`config.mk`:
```
export PLATFORM = sky130hd
export DESIGN_NAME = plane_divider
export DESIGN_NICKNAME = d
export VERILOG_FILES = /design/src/logic/tri_setup_pkg.sv /design/src/logic/plane_divider.sv
export VERILOG_INCLUDE_DIRS = /design/src /design/src/include
export SDC_FILE = /design/constraint.sdc
export NUM_CORES = 2
export LEC_CHECK = 0
export BUFFER_PORTS_ARGS = -buffer_cell sky130_fd_sc_hd__buf_2
export CAP_MARGIN = 0
export CORE_MARGIN = 4
export CORE_UTILIZATION = 50
export DETAILED_ROUTE_END_ITERATION = 8
export HOLD_SLACK_MARGIN = 0.03
export PLACE_DENSITY_LB_ADDON = 0.3
export SYNTH_ARGS = -nofsm -noshare
export SYNTH_HDL_FRONTEND = slang
export SYNTH_SLANG_ARGS = --single-unit
```
`constraint.sdc`:
```
create_clock -name clk -period 17.99 [get_ports clk]
set_input_delay 1.799 -clock clk [delete_from_list [all_inputs] [get_ports clk]]
set_output_delay 1.799 -clock clk [all_outputs]
set_load 0.005 [all_outputs]
```
`src/include/tri_setup_params.svh`:
```
`ifndef TRI_SETUP_PARAMS_SVH
`define TRI_SETUP_PARAMS_SVH

// Vertex coordinate width.
`define COORD_W 12

// Per-vertex attribute width.
`define ATTR_W 12

// Internal arithmetic and coefficient width.
`define COEF_W 64

// Fraction bits of each plane coefficient.
`define FRAC_BITS 16

// One quotient bit per step, dividend bits 127 down to 48.
`define DIV_STEPS (`COEF_W + `FRAC_BITS)

`endif
```
`src/logic/tri_setup_pkg.sv`:
```
`include "tri_setup_params.svh"

package tri_setup_pkg;

   // Signed fixed-point word, also used for the raw numerators.
   typedef logic signed [`COEF_W-1:0] coef_t;

   // One triangle with a single attribute per vertex.
   typedef struct packed {
      logic [`COORD_W-1:0] x0;
      logic [`COORD_W-1:0] y0;
      logic [`COORD_W-1:0] x1;
      logic [`COORD_W-1:0] y1;
      logic [`COORD_W-1:0] x2;
      logic [`COORD_W-1:0] y2;
      logic [`ATTR_W-1:0]  s0;
      logic [`ATTR_W-1:0]  s1;
      logic [`ATTR_W-1:0]  s2;
   } triangle_t;

   // Twice the signed triangle area.
   typedef struct packed {
      coef_t det;
   } area_t;

   // Coefficient numerators before the divide.
   typedef struct packed {
      coef_t num_cx;
      coef_t num_cy;
      coef_t num_cs;
   } numer_t;

   // Final attribute plane.
   typedef struct packed {
      coef_t cx;
      coef_t cy;
      coef_t cs;
      logic  degenerate;
   } plane_t;

endpackage

```
`src/logic/plane_divider.sv`:
```
`timescale 1ns/1ps
`include "tri_setup_params.svh"

module plane_divider (
   input  logic                   clk,
   input  logic                   rst,
   input  logic                   area_valid,
   input  logic                   num_valid,
   output logic                   join_ready,
   input  tri_setup_pkg::area_t   area,
   input  tri_setup_pkg::numer_t  numer,
   output logic                   out_valid,
   input  logic                   out_ready,
   output tri_setup_pkg::plane_t  out_plane
);
   import tri_setup_pkg::*;

   localparam int CNT_W = $clog2(`DIV_STEPS);

   typedef enum logic [1:0] {S_IDLE, S_DIV, S_FIN, S_HOLD} state_t;

   state_t             state;
   logic [CNT_W-1:0]   step_cnt;
   logic               join_fire;
   logic               det_zero;
   logic [`COEF_W-1:0] divisor;
   logic               degen;
   logic [2:0]         neg;
   logic [2:0]         qbit;
   logic [`COEF_W-1:0] num_word [3];
   logic [`COEF_W-1:0] dvd [3];
   logic [`COEF_W-1:0] rem [3];
   logic [`COEF_W-1:0] quo [3];
   logic [`COEF_W:0]   trial [3];
   logic [`COEF_W:0]   diff [3];
   coef_t              res [3];

   function automatic logic [`COEF_W-1:0] abs_val(input logic [`COEF_W-1:0] v);
      return v[`COEF_W-1] ? (~v + 1'b1) : v;
   endfunction

   assign num_word[0] = numer.num_cx;
   assign num_word[1] = numer.num_cy;
   assign num_word[2] = numer.num_cs;

   // Both front stages must be valid, so they always leave together.
   assign join_ready = (state == S_IDLE) && area_valid && num_valid;
   assign join_fire  = join_ready;
   assign det_zero   = (area.det == '0);
   assign out_valid  = (state == S_HOLD);

   // One restoring step per lane against the shared divisor.
   always_comb begin
      for (int i = 0; i < 3; i++) begin
         trial[i] = {rem[i], dvd[i][`COEF_W-1]};
         diff[i]  = trial[i] - {1'b0, divisor};
         qbit[i]  = !diff[i][`COEF_W];
         res[i]   = neg[i] ? -quo[i] : quo[i];
      end
   end

   always_ff @(posedge clk) begin
      if (rst) begin
         state    <= S_IDLE;
         step_cnt <= '0;
      end else begin
         case (state)
            S_IDLE: begin
               if (join_fire) begin
                  state    <= det_zero ? S_FIN : S_DIV;
                  step_cnt <= '0;
               end
            end
            S_DIV: begin
               step_cnt <= step_cnt + 1'b1;
               if (step_cnt == CNT_W'(`DIV_STEPS - 1)) begin
                  state <= S_FIN;
               end
            end
            S_FIN: state <= S_HOLD;
            S_HOLD: begin
               if (out_ready) begin
                  state <= S_IDLE;
               end
            end
            default: state <= S_IDLE;
         endcase
      end
   end

   // Datapath. Zeros shift into the dividend for the fraction steps.
   always_ff @(posedge clk) begin
      if (join_fire) begin
         divisor <= abs_val(area.det);
         degen   <= det_zero;
         for (int i = 0; i < 3; i++) begin
            dvd[i] <= abs_val(num_word[i]);
            rem[i] <= '0;
            quo[i] <= '0;
            neg[i] <= num_word[i][`COEF_W-1] ^ area.det[`COEF_W-1];
         end
      end else if (state == S_DIV) begin
         for (int i = 0; i < 3; i++) begin
            dvd[i] <= dvd[i] << 1;
            rem[i] <= qbit[i] ? diff[i][`COEF_W-1:0] : trial[i][`COEF_W-1:0];
            // Older bits fall off the top, only 111..48 survive.
            quo[i] <= {quo[i][`COEF_W-2:0], qbit[i]};
         end
      end
   end

   always_ff @(posedge clk) begin
      if (state == S_FIN) begin
         out_plane.cx         <= degen ? '0 : res[0];
         out_plane.cy         <= degen ? '0 : res[1];
         out_plane.cs         <= degen ? '0 : res[2];
         out_plane.degenerate <= degen;
      end
   end

   a_divisor_nonzero: assert property (@(posedge clk) disable iff (rst)
      state == S_DIV |-> divisor != '0);

   a_plane_stable: assert property (@(posedge clk) disable iff (rst)
      out_valid && !out_ready |=> out_valid && $stable(out_plane));

endmodule

```
==> qor.csv <==
metric,value,unit
status,completed,
clkSlewWorstSetupHoldPaths,0.06,ns
holdBufCountCts,0,
pwr-share-clk,0.178,
drive_above_1_share,0.120,
grt_use_met1,0.329,
io_buffers,455,
syn_inst,5533,
critPathArrivalTime,6.56,ns
period_share,0.332,
fmax,167,MHz
reg2reg_depth,15,
synth-seq-cells,846,
synth_top_flop_cell,edfxtp_1,
drc,0,
p_total,10.6,mW
start_kind,input port,
slowest_stage,nor4_1,
ys_seq_area_frac,0.472,
drt-vias-per-instance,5.88,
grt_most_used_layer,met2,
avgSynthCellArea,9.69,sq um
path_class,input port to flop,
yosys_warnings,0,
antenna_found_initial,35,
synth.distinct_cells,83,
route.vias.total,43200,
postRouteWirelength,143000,um
worst-path-buf-inv,1,
maxCapViolations,0,
crit_family,simple AND/OR/NAND/NOR gates,
place.gp.congestion,0.970,
worstSetupPathDepth,11,
die_area,113000,sq um
powerDensity,176,nW/um^2
worstMarginPinSlew,1.17,ns
path_cells,buf_2 > or4_1 > nor4_1 > nand2b_1 > nor3_1 > nand2b_1 > nand4b_1 > or4_1 > nor4_1 > a211oi_1 > a211oi_1,
insertion_delay,0.69,ns
layout_min_cycle_time,5.98,ns
p_leak,22.4,nW
synth-edff-count,837,
clock-sinks,846,
area_growth,12.0,%
cts_setup_buffers,0,
grt_pass1_vias,40800,
synth_top_area_share,0.469,
fp.dieH,335,um
fin_skew,0.0647,ns
start_util,0.507,
use_met2,0.403,
cts_tree,done,
p_sw_frac,0.419,
synth_area_leader_cell,edfxtp_1,
critPathMaxStageDelay,0.85,ns
cts_max_path_buffers,3,
grt_pass1_wl,222000,um
setup_violations,0,
hold_viol_final,0,
ctsResizeCount,0,
grt_max_degree,161,
drt_iter0_drc,4314,
slew_headroom,0.222,
worstSetupEndpointType,flop,
cts_root_buf,clkbuf_16,
die_x,335,um
cell_internal_pwr,6.14,mW
power.switching,4.44,mW
synthArstFlopShare,0,
cts_buffers,93,
cp.required,18.57,ns
grt-ovfl-total,0,
finalMaxSlewViolations,0,
std_cell_rows,119,
htree_num_levels,3,
dpl.hpwl,105000,um
groute.usage.overall,0.244,
num_io_pins,456,
drtPass1Iterations,6,
synth_nets,6002,
rsz0062_at_grt,no,
netlist_area,53600,sq um
avgRoutedWirePerCell,19.5,um
core,106000,sq um
synthTopCellsByArea,"edfxtp_1, xor2_1, nand2_1",
cp_max_fo,7,
holdPathStages,2,
p_seq_frac,0.359,
share_comb_of_total_power,0.463,
peakVddDrop,0.122,mV
grt_use_met3,0.0470,
min_path_type,flop to flop,
num-nets-final,6314,
tns,0,ns
postRouteAntennaNets,0,
[cells in the final DEF (no fill, tap or decap), drive strengths merged, types with 198 or more instances in the layout]
cell type,n
xor2,382
ha,205
nand2,735
xnor2,215
and2,198
nor2,445
o21ai,459
a21oi,371
edfxtp,837
buf,493
[power groups by stage]
stage / combinational (mW) / sequential, mW / clock [mW]
floorplan: 3.59 / 3.96 / 0
global placement: 4.77 / 3.79 / 0
detailed placement: 4.84 / 3.82 / 0
CTS: 4.86 / 3.79 / 1.92
global route: 5.45 / 3.88 / 2.00
finish: 4.90 / 3.79 / 1.88
[path summary, 6_finish.rpt]
check,start,end,slack [ns]
setup / recovery,area[18],state[1],12.01
hold / removal,step_cnt[6],step_cnt[6],0.52
setup reg to reg,dvd[0][63],rem[0][55],12.48
hold reg to reg,step_cnt[6],step_cnt[6],0.52
[logic make-up (layout without fill, tap and decap cells)]
group	after synthesis	after routing	share of synthesized area
compound gates	1389	1389	0.160
xor+xnor	597	597	0.0975
fa+ha+maj	208	208	0.0490
buf+inv	432	823	0.0304
flops	846	846	0.472
mux	63	63	0.0122
other cells	0	24	0
simple gates	1998	1998	0.179
[through the flow]
stage               setup WS, ns  cells  area [sq um]  hold WS [ns]   util
floorplan                   2.61   5533         53600         0.460      -
global placement           11.49   7141         57000         0.499  0.538
detailed placement         11.32   7141         57000         0.514  0.538
CTS                        12.04   7315         60000         0.527  0.567
global route               11.75   7325         60000         0.544  0.567
finish                     12.01   7339         60000         0.520  0.567
[worst reg2reg max path: cells and delay by family, from the launching register on]
| family | cells | cell delay, ns |
|---|---|---|
| buf+inv | 3 | 0.89 |
| flops | 1 | 0.56 |
| fa+ha+maj | 2 | 0.62 |
| compound gates | 7 | 2.38 |
| simple gates | 2 | 0.73 |
| xor+xnor | 1 | 0.16 |
[sequential cells by signal (all words and copies together), names as in the netlist]
name and cells:
dvd 192, degen 1, divisor 64, state 2
out_plane 193, step_cnt 7, quo 192, rem 192
neg 3
[synth_stat cells, types with 86 or more instances]
cell / count
xor2_1: 382
a21oi_1: 371
or3_1: 86
and2_1: 198
nand2_1: 735
o31ai_1: 144
clkbuf_1: 261
xnor2_1: 215
inv_1: 156
edfxtp_1: 837
nor2_1: 445
o21ai_0: 453
ha_1: 205
[layer usage]
layer	share of wire	vias up
met5	0.0010	-
met4	0.028	22
li1	-	20900
met1	0.43	20500
met2	0.47	1463
met3	0.072	264
[cell type report]
class / instances / area (sq um)
Fill cell: 9222 / 45800
Multi-Input combinational cell: 4255 / 26800
Sequential cell: 846 / 25300
Timing Repair Buffer: 493 / 2570
Clock buffer: 119 / 2480
Tap cell: 1391 / 1740
Inverter: 156 / 592
Clock inverter: 55 / 503
Antenna cell: 24 / 60.1
No activity file was read; power rests on OpenSTA's default activity.
