$ cat config.mk
export PLATFORM = sky130hd
export DESIGN_NAME = area_unit
export DESIGN_NICKNAME = d
export VERILOG_FILES = /design/src/logic/tri_setup_pkg.sv /design/src/logic/area_unit.sv /design/src/logic/pipe_stage.sv
export VERILOG_INCLUDE_DIRS = /design/src /design/src/include
export SDC_FILE = /design/constraint.sdc
export NUM_CORES = 1
export LEC_CHECK = 0
export ABC_AREA = 1
export BUFFER_PORTS_ARGS = -buffer_cell sky130_fd_sc_hd__buf_2
export CAP_MARGIN = 20
export CORE_ASPECT_RATIO = 2
export CORE_MARGIN = 2
export CORE_UTILIZATION = 69
export CTS_BUF_LIST = sky130_fd_sc_hd__clkbuf_4
export CTS_CLUSTER_DIAMETER = 200
export CTS_CLUSTER_SIZE = 16
export DETAILED_ROUTE_END_ITERATION = 12
export GPL_TIMING_DRIVEN = 0
export PLACE_DENSITY = 0.9
export SLEW_MARGIN = 20
export SYNTH_ARGS = -nofsm -noshare
export SYNTH_HDL_FRONTEND = slang
export SYNTH_HIERARCHICAL = 1
export SYNTH_SLANG_ARGS = --single-unit
$ cat constraint.sdc
create_clock -name clk -period 18.3 [get_ports clk]
set_input_delay 1.83 -clock clk [delete_from_list [all_inputs] [get_ports clk]]
set_output_delay 1.83 -clock clk [all_outputs]
set_load 0.02 [all_outputs]
$ cat src/include/tri_setup_params.svh
`ifndef TRI_SETUP_PARAMS_SVH
`define TRI_SETUP_PARAMS_SVH

// Vertex coordinate width.
`define COORD_W 12

// Per-vertex attribute width.
`define ATTR_W 12

// Internal arithmetic and coefficient width.
`define COEF_W 64

// Fraction bits of each plane coefficient.
`define FRAC_BITS 16

// One quotient bit per step, dividend bits 127 down to 48.
`define DIV_STEPS (`COEF_W + `FRAC_BITS)

`endif
$ cat src/logic/tri_setup_pkg.sv
`include "tri_setup_params.svh"

package tri_setup_pkg;

   // Signed fixed-point word, also used for the raw numerators.
   typedef logic signed [`COEF_W-1:0] coef_t;

   // One triangle with a single attribute per vertex.
   typedef struct packed {
      logic [`COORD_W-1:0] x0;
      logic [`COORD_W-1:0] y0;
      logic [`COORD_W-1:0] x1;
      logic [`COORD_W-1:0] y1;
      logic [`COORD_W-1:0] x2;
      logic [`COORD_W-1:0] y2;
      logic [`ATTR_W-1:0]  s0;
      logic [`ATTR_W-1:0]  s1;
      logic [`ATTR_W-1:0]  s2;
   } triangle_t;

   // Twice the signed triangle area.
   typedef struct packed {
      coef_t det;
   } area_t;

   // Coefficient numerators before the divide.
   typedef struct packed {
      coef_t num_cx;
      coef_t num_cy;
      coef_t num_cs;
   } numer_t;

   // Final attribute plane.
   typedef struct packed {
      coef_t cx;
      coef_t cy;
      coef_t cs;
      logic  degenerate;
   } plane_t;

endpackage

$ cat src/logic/area_unit.sv
`timescale 1ns/1ps
`include "tri_setup_params.svh"

module area_unit (
   input  logic                      clk,
   input  logic                      rst,
   input  logic                      in_valid,
   output logic                      in_ready,
   input  tri_setup_pkg::triangle_t  in_tri,
   output logic                      out_valid,
   input  logic                      out_ready,
   output tri_setup_pkg::area_t      area
);
   import tri_setup_pkg::*;

   logic [`COEF_W-1:0] x0, y0, x1, y1, x2, y2;
   area_t              area_d;

   // Zero-extended coordinates.
   assign x0 = `COEF_W'(in_tri.x0);
   assign y0 = `COEF_W'(in_tri.y0);
   assign x1 = `COEF_W'(in_tri.x1);
   assign y1 = `COEF_W'(in_tri.y1);
   assign x2 = `COEF_W'(in_tri.x2);
   assign y2 = `COEF_W'(in_tri.y2);

   // Wraps to a two's complement result, negative for clockwise order.
   assign area_d.det = x0 * (y1 - y2) + x1 * (y2 - y0) + x2 * (y0 - y1);

   pipe_stage #(
      .payload_t(area_t)
   ) u_stage (
      .clk      (clk),
      .rst      (rst),
      .in_valid (in_valid),
      .in_ready (in_ready),
      .in_data  (area_d),
      .out_valid(out_valid),
      .out_ready(out_ready),
      .out_data (area)
   );

endmodule

$ cat src/logic/pipe_stage.sv
`timescale 1ns/1ps

module pipe_stage #(
   parameter type payload_t = logic
) (
   input  logic     clk,
   input  logic     rst,
   input  logic     in_valid,
   output logic     in_ready,
   input  payload_t in_data,
   output logic     out_valid,
   input  logic     out_ready,
   output payload_t out_data
);

   // Room when empty or when the held item leaves this cycle.
   assign in_ready = !out_valid || out_ready;

   always_ff @(posedge clk) begin
      if (rst) begin
         out_valid <= 1'b0;
      end else if (in_ready) begin
         out_valid <= in_valid;
      end
   end

   always_ff @(posedge clk) begin
      if (in_valid && in_ready) begin
         out_data <= in_data;
      end
   end

   a_stall_stable: assert property (@(posedge clk) disable iff (rst)
      out_valid && !out_ready |=> out_valid && $stable(out_data));

endmodule

==> impl_metrics.csv, run 1 <==
group,metric,value,unit
final_layout,area_used_by_multi_input_combinational_logic,16200,um^2
die,starting_density,69.4,%
worst_setup_path,r2r_setup_slack,16490,ps
final_layout,seqCellArea,1940,um^2
final_layout,fin_nets,3488,
worst_setup_path,r2r-end,"u_stage/out_data[44]$_DFFE_PP_",
flow_run,count_of_max_cap_constraint_violations,0,
grt,grt_util_met3,7.39,%
clock_tree,cts_root_buffer,"sky130_fd_sc_hd__clkbuf_4",
die,io_pins,178,
yosys,yosys_most_used_dff,"sky130_fd_sc_hd__edfxtp_1",
placement,io_buf_count,129,
yosys,yosys.area.top_type_share,40.2,%
final_layout,finalNonFillerCells,3080,
die,die_x,128,um
route,detailedRoute.firstPassIterationCount,10,
grt,grt_util_met2,66.1,%
clock_tree,cts_tree,"done",
clock_tree,ctsHoldBuffers,0,
timing,layout_setup_ws,7900,ps
worst_setup_path,worst-path-stages,30,
route,via_count_normalized_by_instance_count,5.73,
grt,gr-max-usage-layer,"met2",
yosys,library_cells_used_by_synthesis,41,
worst_setup_path,timing.critical_path.arrival,10320,ps
route,drt.antenna.violating_nets,0,
yosys,ffs_w_async_s_r_synth,0,%
worst_setup_path,worst_reg2reg_path_startpoint,"u_stage/out_valid$_SDFFE_PP0P_",
yosys,synth_top_area_cell,"sky130_fd_sc_hd__fa_1",
yosys,syn-cell-area,21300,um^2
die,floorplan.rows,91,
final_layout,finish.utilization,73.7,%
placement,place_worst_setup_slack,7600,ps
min_path,holdPathEnd,"u_stage/out_valid$_SDFFE_PP0P_",
placement,post-dp-hpwl,53800,um
placement,place.detailed.instances,3063,
min_path,min_path_cells,2,
clock_tree,worstSkewPairLatency,420,ps
route,routedWlPerCell,20.0,um
clock_tree,htreeDepth,3,
timing,report.final.setup_viol,0,
route,count_of_vias_placed_by_the_detailed_router,17600,
grt,grt_pass1_wl,95900,um
timing,max_freq,0.0961,GHz
worst_setup_path,path_buf_inv,9,
yosys,ys_seq_area_share,9.13,%
timing,final-hold-violation-count,0,
grt,grt_max_degree,38,
clock_tree,cts_buffers,9,
worst_setup_path,timing.critical_path.slowest_cell_delay,760,ps
route,sum_of_routed_wire_length_over_all_layers,61600,um
worst_setup_path,cp_delay_by_family_top,"adder cells",
run_status,failing_checks,"design-rule violations",
timing,clock-skew-final,12.7,ps
worst_setup_path,cp_slowest_cell,"sky130_fd_sc_hd__xor2_1",
clock_tree,post_cts_buffers,0,
min_path,hold_path_class,"reg -> reg",
grt,globalRouteTotalUtil,39.5,%
timing,tightest_slew,1060,ps
die,die_area,32300,um^2
die,coreArea,30600,um^2
timing,slew_viol_final,0,
final_layout,fillCellCount,2369,
timing,sum_of_negative_setup_slack,0,ps
worst_setup_path,path_class,"in -> reg",
yosys,synth.area.top_cells,"sky130_fd_sc_hd__fa_1 40%, sky130_fd_sc_hd__ha_1 15%, sky130_fd_sc_hd__inv_1 13%",
route,drt_drc_violations_left,2,
die,die-height,252,um
timing,max_slew_margin,29.2,%
worst_setup_path,ff2ff_path_depth,3,
yosys,postSynthNetCount,3346,
worst_setup_path,data_required_time_at_the_worst_endpoint,18210,ps
clock_tree,cts.sink_count,65,
min_path,hold_start,"u_stage/out_valid$_SDFFE_PP0P_",
yosys,netlist_instances,2560,
yosys,syn_area_per_cell,8.31,um^2
timing,layout_worst_path_cycle_share,56.9,%
worst_setup_path,cp_capture_type,"flip-flop",
yosys,number_of_synthesized_flops_with_an_enable_pin,64,
grt,grt_antenna_before_repair,2,
yosys,register_bit_total_from_synthesis,65,
worst_setup_path,path_common_cell,"sky130_fd_sc_hd__fa_1",
timing,unrepaired_setup_endpoints_after_global_routing,"false",
clock_tree,cts.reportedPaths.clkPinSlew,120,ps
final_layout,layout-drive-gt1-share,8.53,%
clock_tree,cts-root-to-sink-buffers,2,
grt,globalRouteOverflowTotal,0,
placement,gp_congestion,1.01,
final_layout,area.growth.synth_to_final,6.14,%
worst_setup_path,worstSetupStartpointType,"input port",
timing,layout_min_cycle_time,10400,ps
route,drt_first_iter_violations,1477,
yosys,ys.warnings.count,6,
run_status,run_status,"finished with violations",
grt,grt_use_met1,44.5,%
clock_tree,cts-resized-gates,0,
grt,grt_pass1_vias,18300,
worst_setup_path,worstPathMaxFanout,37,
-- cell usage in the layout (no fill, tap or decap), types with 11 or more instances in the layout --
cell type,count
sky130_fd_sc_hd__a21oi_1,47
sky130_fd_sc_hd__buf_2,137
sky130_fd_sc_hd__clkbuf_1,35
sky130_fd_sc_hd__edfxtp_1,64
sky130_fd_sc_hd__fa_1,427
sky130_fd_sc_hd__ha_1,247
sky130_fd_sc_hd__inv_1,762
sky130_fd_sc_hd__inv_2,11
sky130_fd_sc_hd__nand2_1,396
sky130_fd_sc_hd__nand2_2,15
sky130_fd_sc_hd__nand3_1,148
sky130_fd_sc_hd__nand4_1,20
sky130_fd_sc_hd__nor2_1,254
sky130_fd_sc_hd__nor2_2,11
sky130_fd_sc_hd__o21ai_0,22
sky130_fd_sc_hd__xor2_1,13
-- synthesized netlist by cell type, types with 6 or more instances --
master                     count
sky130_fd_sc_hd__clkbuf_1     35
sky130_fd_sc_hd__nand2_1     396
sky130_fd_sc_hd__xor2_1       13
sky130_fd_sc_hd__inv_1       762
sky130_fd_sc_hd__inv_2        11
sky130_fd_sc_hd__nand3_1     148
sky130_fd_sc_hd__edfxtp_1     64
sky130_fd_sc_hd__buf_2         8
sky130_fd_sc_hd__fa_1        427
sky130_fd_sc_hd__nor3_1        9
sky130_fd_sc_hd__nor2_2       11
sky130_fd_sc_hd__nand4_1      20
sky130_fd_sc_hd__ha_1        247
sky130_fd_sc_hd__nand3_2       6
sky130_fd_sc_hd__o21ai_0      22
sky130_fd_sc_hd__or2_1         6
sky130_fd_sc_hd__a21oi_1      48
sky130_fd_sc_hd__nand2_2      15
sky130_fd_sc_hd__nor2_1      254
sky130_fd_sc_hd__or2_2         8
sky130_fd_sc_hd__o21bai_1      7
-- layer usage --
| metal | up-vias | wire length (um) |
|---|---|---|
| li1 | 7815 | - |
| met1 | 8527 | 20100 |
| met2 | 994 | 30200 |
| met3 | 303 | 5290 |
| met4 | 2 | 6110 |
| met5 | - | 13 |
-- kinds of logic (layout without fill, tap and decap cells) --
logic type               count (synthesis)  count (layout)  synth area share [%]
buffers and inverters                  820             967                  14.6
adder cells (fa/ha/maj)                674             674                  54.7
XOR/XNOR                                20              20                 0.983
other                                    0               1                     0
flip-flops                              65              65                  9.13
AND/OR/NAND/NOR                        889             889                  18.2
AO/OA/AOI/OAI                           92              92                  2.41
-- worst reg2reg max path: stages (launching register included) --
cell and delay, ps:
sky130_fd_sc_hd__dfxtp_1 370, sky130_fd_sc_hd__a21oi_4 690, sky130_fd_sc_hd__buf_16 270, sky130_fd_sc_hd__buf_8 190
-- layout make-up --
class	instances	area share [%]
diodes	1	0.0111
repair buffers	131	3.05
inverters	776	12.9
clock buffers	9	0.299
multi-input cells	1675	71.9
plain buffers	44	0.809
well taps	372	2.06
clock inverters	7	0.310
flip-flops and latches	65	8.60
-- registers in the layout (all words and copies together), names as in the netlist --
name               count
u_stage/out_valid      1
u_stage/out_data      64
-- stage by stage --
stage                     hold WS (ps)  area (um^2)
after floorplan                    640        21300
after global placement             470        22400
after detailed placement           518        22400
after CTS                          535        22600
after global routing               554        22600
final                              536        22600
-- worst max path at each step --
stage                                                end  slack (ps)       start
final                     u_stage/out_data[60]$_DFFE_PP_        7900  in_tri[84]
after detailed placement  u_stage/out_data[29]$_DFFE_PP_        7600  in_tri[84]
after CTS                 u_stage/out_data[41]$_DFFE_PP_        8030  in_tri[84]
after global placement    u_stage/out_data[29]$_DFFE_PP_        7910  in_tri[84]
after global routing      u_stage/out_data[60]$_DFFE_PP_        7510  in_tri[84]
after floorplan           u_stage/out_data[27]$_DFFE_PP_        9150  in_tri[60]
Power of run 1 is not shown: default switching activity piles up to over one toggle a cycle in this logic, so the estimate is an artifact.
==> inputs of run 2 (changes only) <==
Settings changed: ABC_AREA 1 to 0, CORE_UTILIZATION 69 to 64, PLACE_DENSITY 0.9 to 0.85.
Clock period 18.3 ns to 10.8 ns, I/O delays scaled along.
==> run 2 against run 1 <==
Net effect: the run now ends clean; clock skew rose by 2.6 ps; register-to-register slack lost 7200 ps; die area rose by 3.9%; critical endpoint is now u_stage/out_data[37]$_DFFE_PP_.
==> impl_metrics.csv, run 2 <==
group,metric,value,unit
clock_tree,cts_root_buffer,"sky130_fd_sc_hd__clkbuf_4",
clock_tree,cts.sink_count,65,
final_layout,layout-drive-gt1-share,7.76,%
final_layout,layout_commonest_cell,"sky130_fd_sc_hd__inv_1",
yosys,register_bit_total_from_synthesis,65,
yosys,syn_area_per_cell,9.32,um^2
yosys,library_cells_used_by_synthesis,64,
timing,layout_min_cycle_time,10470,ps
final_layout,most-common-layout-cells,"608 x sky130_fd_sc_hd__inv_1, 427 x sky130_fd_sc_hd__fa_1, 247 x sky130_fd_sc_hd__ha_1, 240 x sky130_fd_sc_hd__nand2_1, 148 x sky130_fd_sc_hd__and2_1",
yosys,synth.area.top_cells,"sky130_fd_sc_hd__fa_1 42%, sky130_fd_sc_hd__ha_1 15%, sky130_fd_sc_hd__inv_1 11%",
clock_tree,ctsHoldBuffers,0,
clock_tree,worstSkewPairLatency,440,ps
min_path,hold_path_class,"reg -> reg",
timing,final-hold-violation-count,0,
die,starting_density,65.0,%
route,detailedRoute.firstPassIterationCount,5,
clock_tree,htreeDepth,3,
min_path,min_path_cells,2,
timing,slew_viol_final,0,
run_status,run_status,"finished clean",
placement,io_buf_count,141,
yosys,yosys.area.top_type_share,41.7,%
worst_setup_path,timing.critical_path.arrival,10670,ps
worst_setup_path,timing.critical_path.slowest_cell_delay,770,ps
worst_setup_path,worstSetupStartpointType,"input port",
die,die-height,257,um
grt,grt_max_degree,65,
yosys,synth_top_area_cell,"sky130_fd_sc_hd__fa_1",
die,io_pins,178,
min_path,hold_start,"u_stage/out_valid$_SDFFE_PP0P_",
route,routed.top_layer,"met4",
worst_setup_path,worst_reg2reg_path_startpoint,"u_stage/out_valid$_SDFFE_PP0P_",
yosys,most_numerous_cell_types_in_the_synthesized_netlist,"608 x sky130_fd_sc_hd__inv_1, 427 x sky130_fd_sc_hd__fa_1, 247 x sky130_fd_sc_hd__ha_1, 240 x sky130_fd_sc_hd__nand2_1, 148 x sky130_fd_sc_hd__and2_1",
timing,clock-skew-final,15.3,ps
yosys,netlist_instances,2200,
route,route.met2.wl,30600,um
clock_tree,cts_tree,"done",
placement,post-dp-hpwl,51400,um
clock_tree,cts_buffers,9,
route,via_count_normalized_by_instance_count,5.61,
flow_run,count_of_max_cap_constraint_violations,0,
final_layout,registers.top_by_ff_count,"u_stage/out_data",
worst_setup_path,r2r-end,"u_stage/out_data[37]$_DFFE_PP_",
worst_setup_path,worstPathMaxFanout,21,
clock_tree,cts.reportedPaths.clkPinSlew,120,ps
final_layout,finalNonFillerCells,2784,
route,drt.antenna.violating_nets,0,
timing,max_slew_margin,33.9,%
yosys,synth.most_common_cell,"sky130_fd_sc_hd__inv_1",
timing,report.final.setup_viol,0,
die,coreArea,31500,um^2
die,die_area,33600,um^2
die,floorplan.rows,92,
route,routedWlPerCell,20.9,um
worst_setup_path,r2r_setup_slack,9290,ps
min_path,holdPathEnd,"u_stage/out_valid$_SDFFE_PP0P_",
route,detailed_route_wirelength_on_metal3,2670,um
final_layout,fin_nets,3140,
timing,max_freq,0.0955,GHz
worst_setup_path,path_buf_inv,11,
final_layout,fillCellCount,2542,
placement,gp_congestion,0.983,
grt,globalRouteTotalUtil,36.6,%
route,count_of_vias_placed_by_the_detailed_router,15600,
worst_setup_path,cp_slowest_cell,"sky130_fd_sc_hd__o21ai_0",
yosys,ffs_w_async_s_r_synth,0,%
worst_setup_path,path_class,"in -> reg",
worst_setup_path,cp_capture_type,"flip-flop",
clock_tree,post_cts_buffers,0,
timing,tightest_slew,982,ps
yosys,number_of_synthesized_flops_with_an_enable_pin,64,
worst_setup_path,ff2ff_path_depth,2,
yosys,ys.warnings.count,6,
worst_setup_path,data_required_time_at_the_worst_endpoint,11000,ps
final_layout,largest_register_ff_count,64,
placement,place.detailed.instances,2766,
yosys,yosys_most_used_dff,"sky130_fd_sc_hd__edfxtp_1",
yosys,syn-cell-area,20500,um^2
grt,grt_pass1_vias,16900,
clock_tree,cts-root-to-sink-buffers,2,
grt,globalRouteOverflowTotal,0,
route,drt_drc_violations_left,0,
grt,grt_antenna_before_repair,1,
grt,grt_pass1_wl,89900,um
yosys,ys_seq_area_share,9.47,%
timing,layout_worst_path_cycle_share,96.9,%
yosys,postSynthNetCount,2986,
final_layout,area.growth.synth_to_final,7.02,%
clock_tree,cts-resized-gates,0,
route,wl_met1,18100,um
worst_setup_path,cp_delay_by_family_top,"adder cells",
timing,unrepaired_setup_endpoints_after_global_routing,"false",
final_layout,top_regs,"u_stage/out_data x64, u_stage/out_valid x1",
die,die_x,131,um
route,drt_first_iter_violations,863,
route,sum_of_routed_wire_length_over_all_layers,58300,um
## run 2: changes by cell type after synthesis, sizes merged, moves of 46 or more
| cell | change |
|---|---|
| clkbuf | +46 |
| nand2 | -177 |
| and2 | +148 |
| nand3 | -146 |
| inv | -165 |
| nor2 | -213 |
## run 2: cells by family (layout without fill, tap and decap cells)
kind of cell | Yosys count | after routing | synth area share, %
buf+inv | 691 | 850 | 12.7
fa+ha+maj | 674 | 674 | 56.7
simple gates | 581 | 581 | 14.2
compound gates | 139 | 139 | 4.72
flops | 65 | 65 | 9.47
xor+xnor | 48 | 48 | 2.05
mux | 2 | 2 | 0.0976
other cells | 0 | 2 | 0
## run 2: final cells by class
type	instances	area, um^2	area share, %
Clock inverter	7	83.8	0.382
Multi-Input combinational cell	1444	16000	72.9
Inverter	608	2280	10.4
Buffer	83	320	1.46
Tap cell	423	529	2.41
Clock buffer	9	67.6	0.308
Antenna cell	2	5.00	0.0228
Sequential cell	65	1940	8.85
Timing Repair Buffer	143	722	3.29
## run 2: worst max-delay path by stage
stage	from	to	slack [ps]	cells past startpoint
2_1_floorplan	in_tri[37]	u_stage/out_data[27]$_DFFE_PP_	1070	32
3_3_place_gp	in_tri[37]	u_stage/out_data[44]$_DFFE_PP_	-1160	33
3_5_place_dp	in_tri[37]	u_stage/out_data[32]$_DFFE_PP_	-150	34
4_1_cts	in_tri[37]	u_stage/out_data[37]$_DFFE_PP_	240	34
5_1_grt	in_tri[37]	u_stage/out_data[37]$_DFFE_PP_	30	34
6_report	in_tri[37]	u_stage/out_data[37]$_DFFE_PP_	330	34
## run 2: worst register-to-register path, cell delays in order (launching register included)
cell and delay (ps):
sky130_fd_sc_hd__dfxtp_1 360, sky130_fd_sc_hd__nand2b_4 90, sky130_fd_sc_hd__and2_4 660
## run 2: routing by layer
layer	vias up	GRT usage, %
met5	-	0
met4	0	33.6
met3	270	4.30
met2	617	62.9
met1	7897	37.6
li1	6838	-
## run 2: stage by stage
stage               util [%]  hold slack (ps)  TNS, ps  area [um^2]  worst slack, ps
finish                  69.6              524        0        22000              332
global placement        69.0              490   -42880        21700            -1160
floorplan                  -              620        0        20500             1070
CTS                     69.5              530        0        21900              243
detailed placement      69.0              513    -3890        21800             -149
global route            69.6              537        0        21900             26.0
Power of run 2 is left out for the same reason.
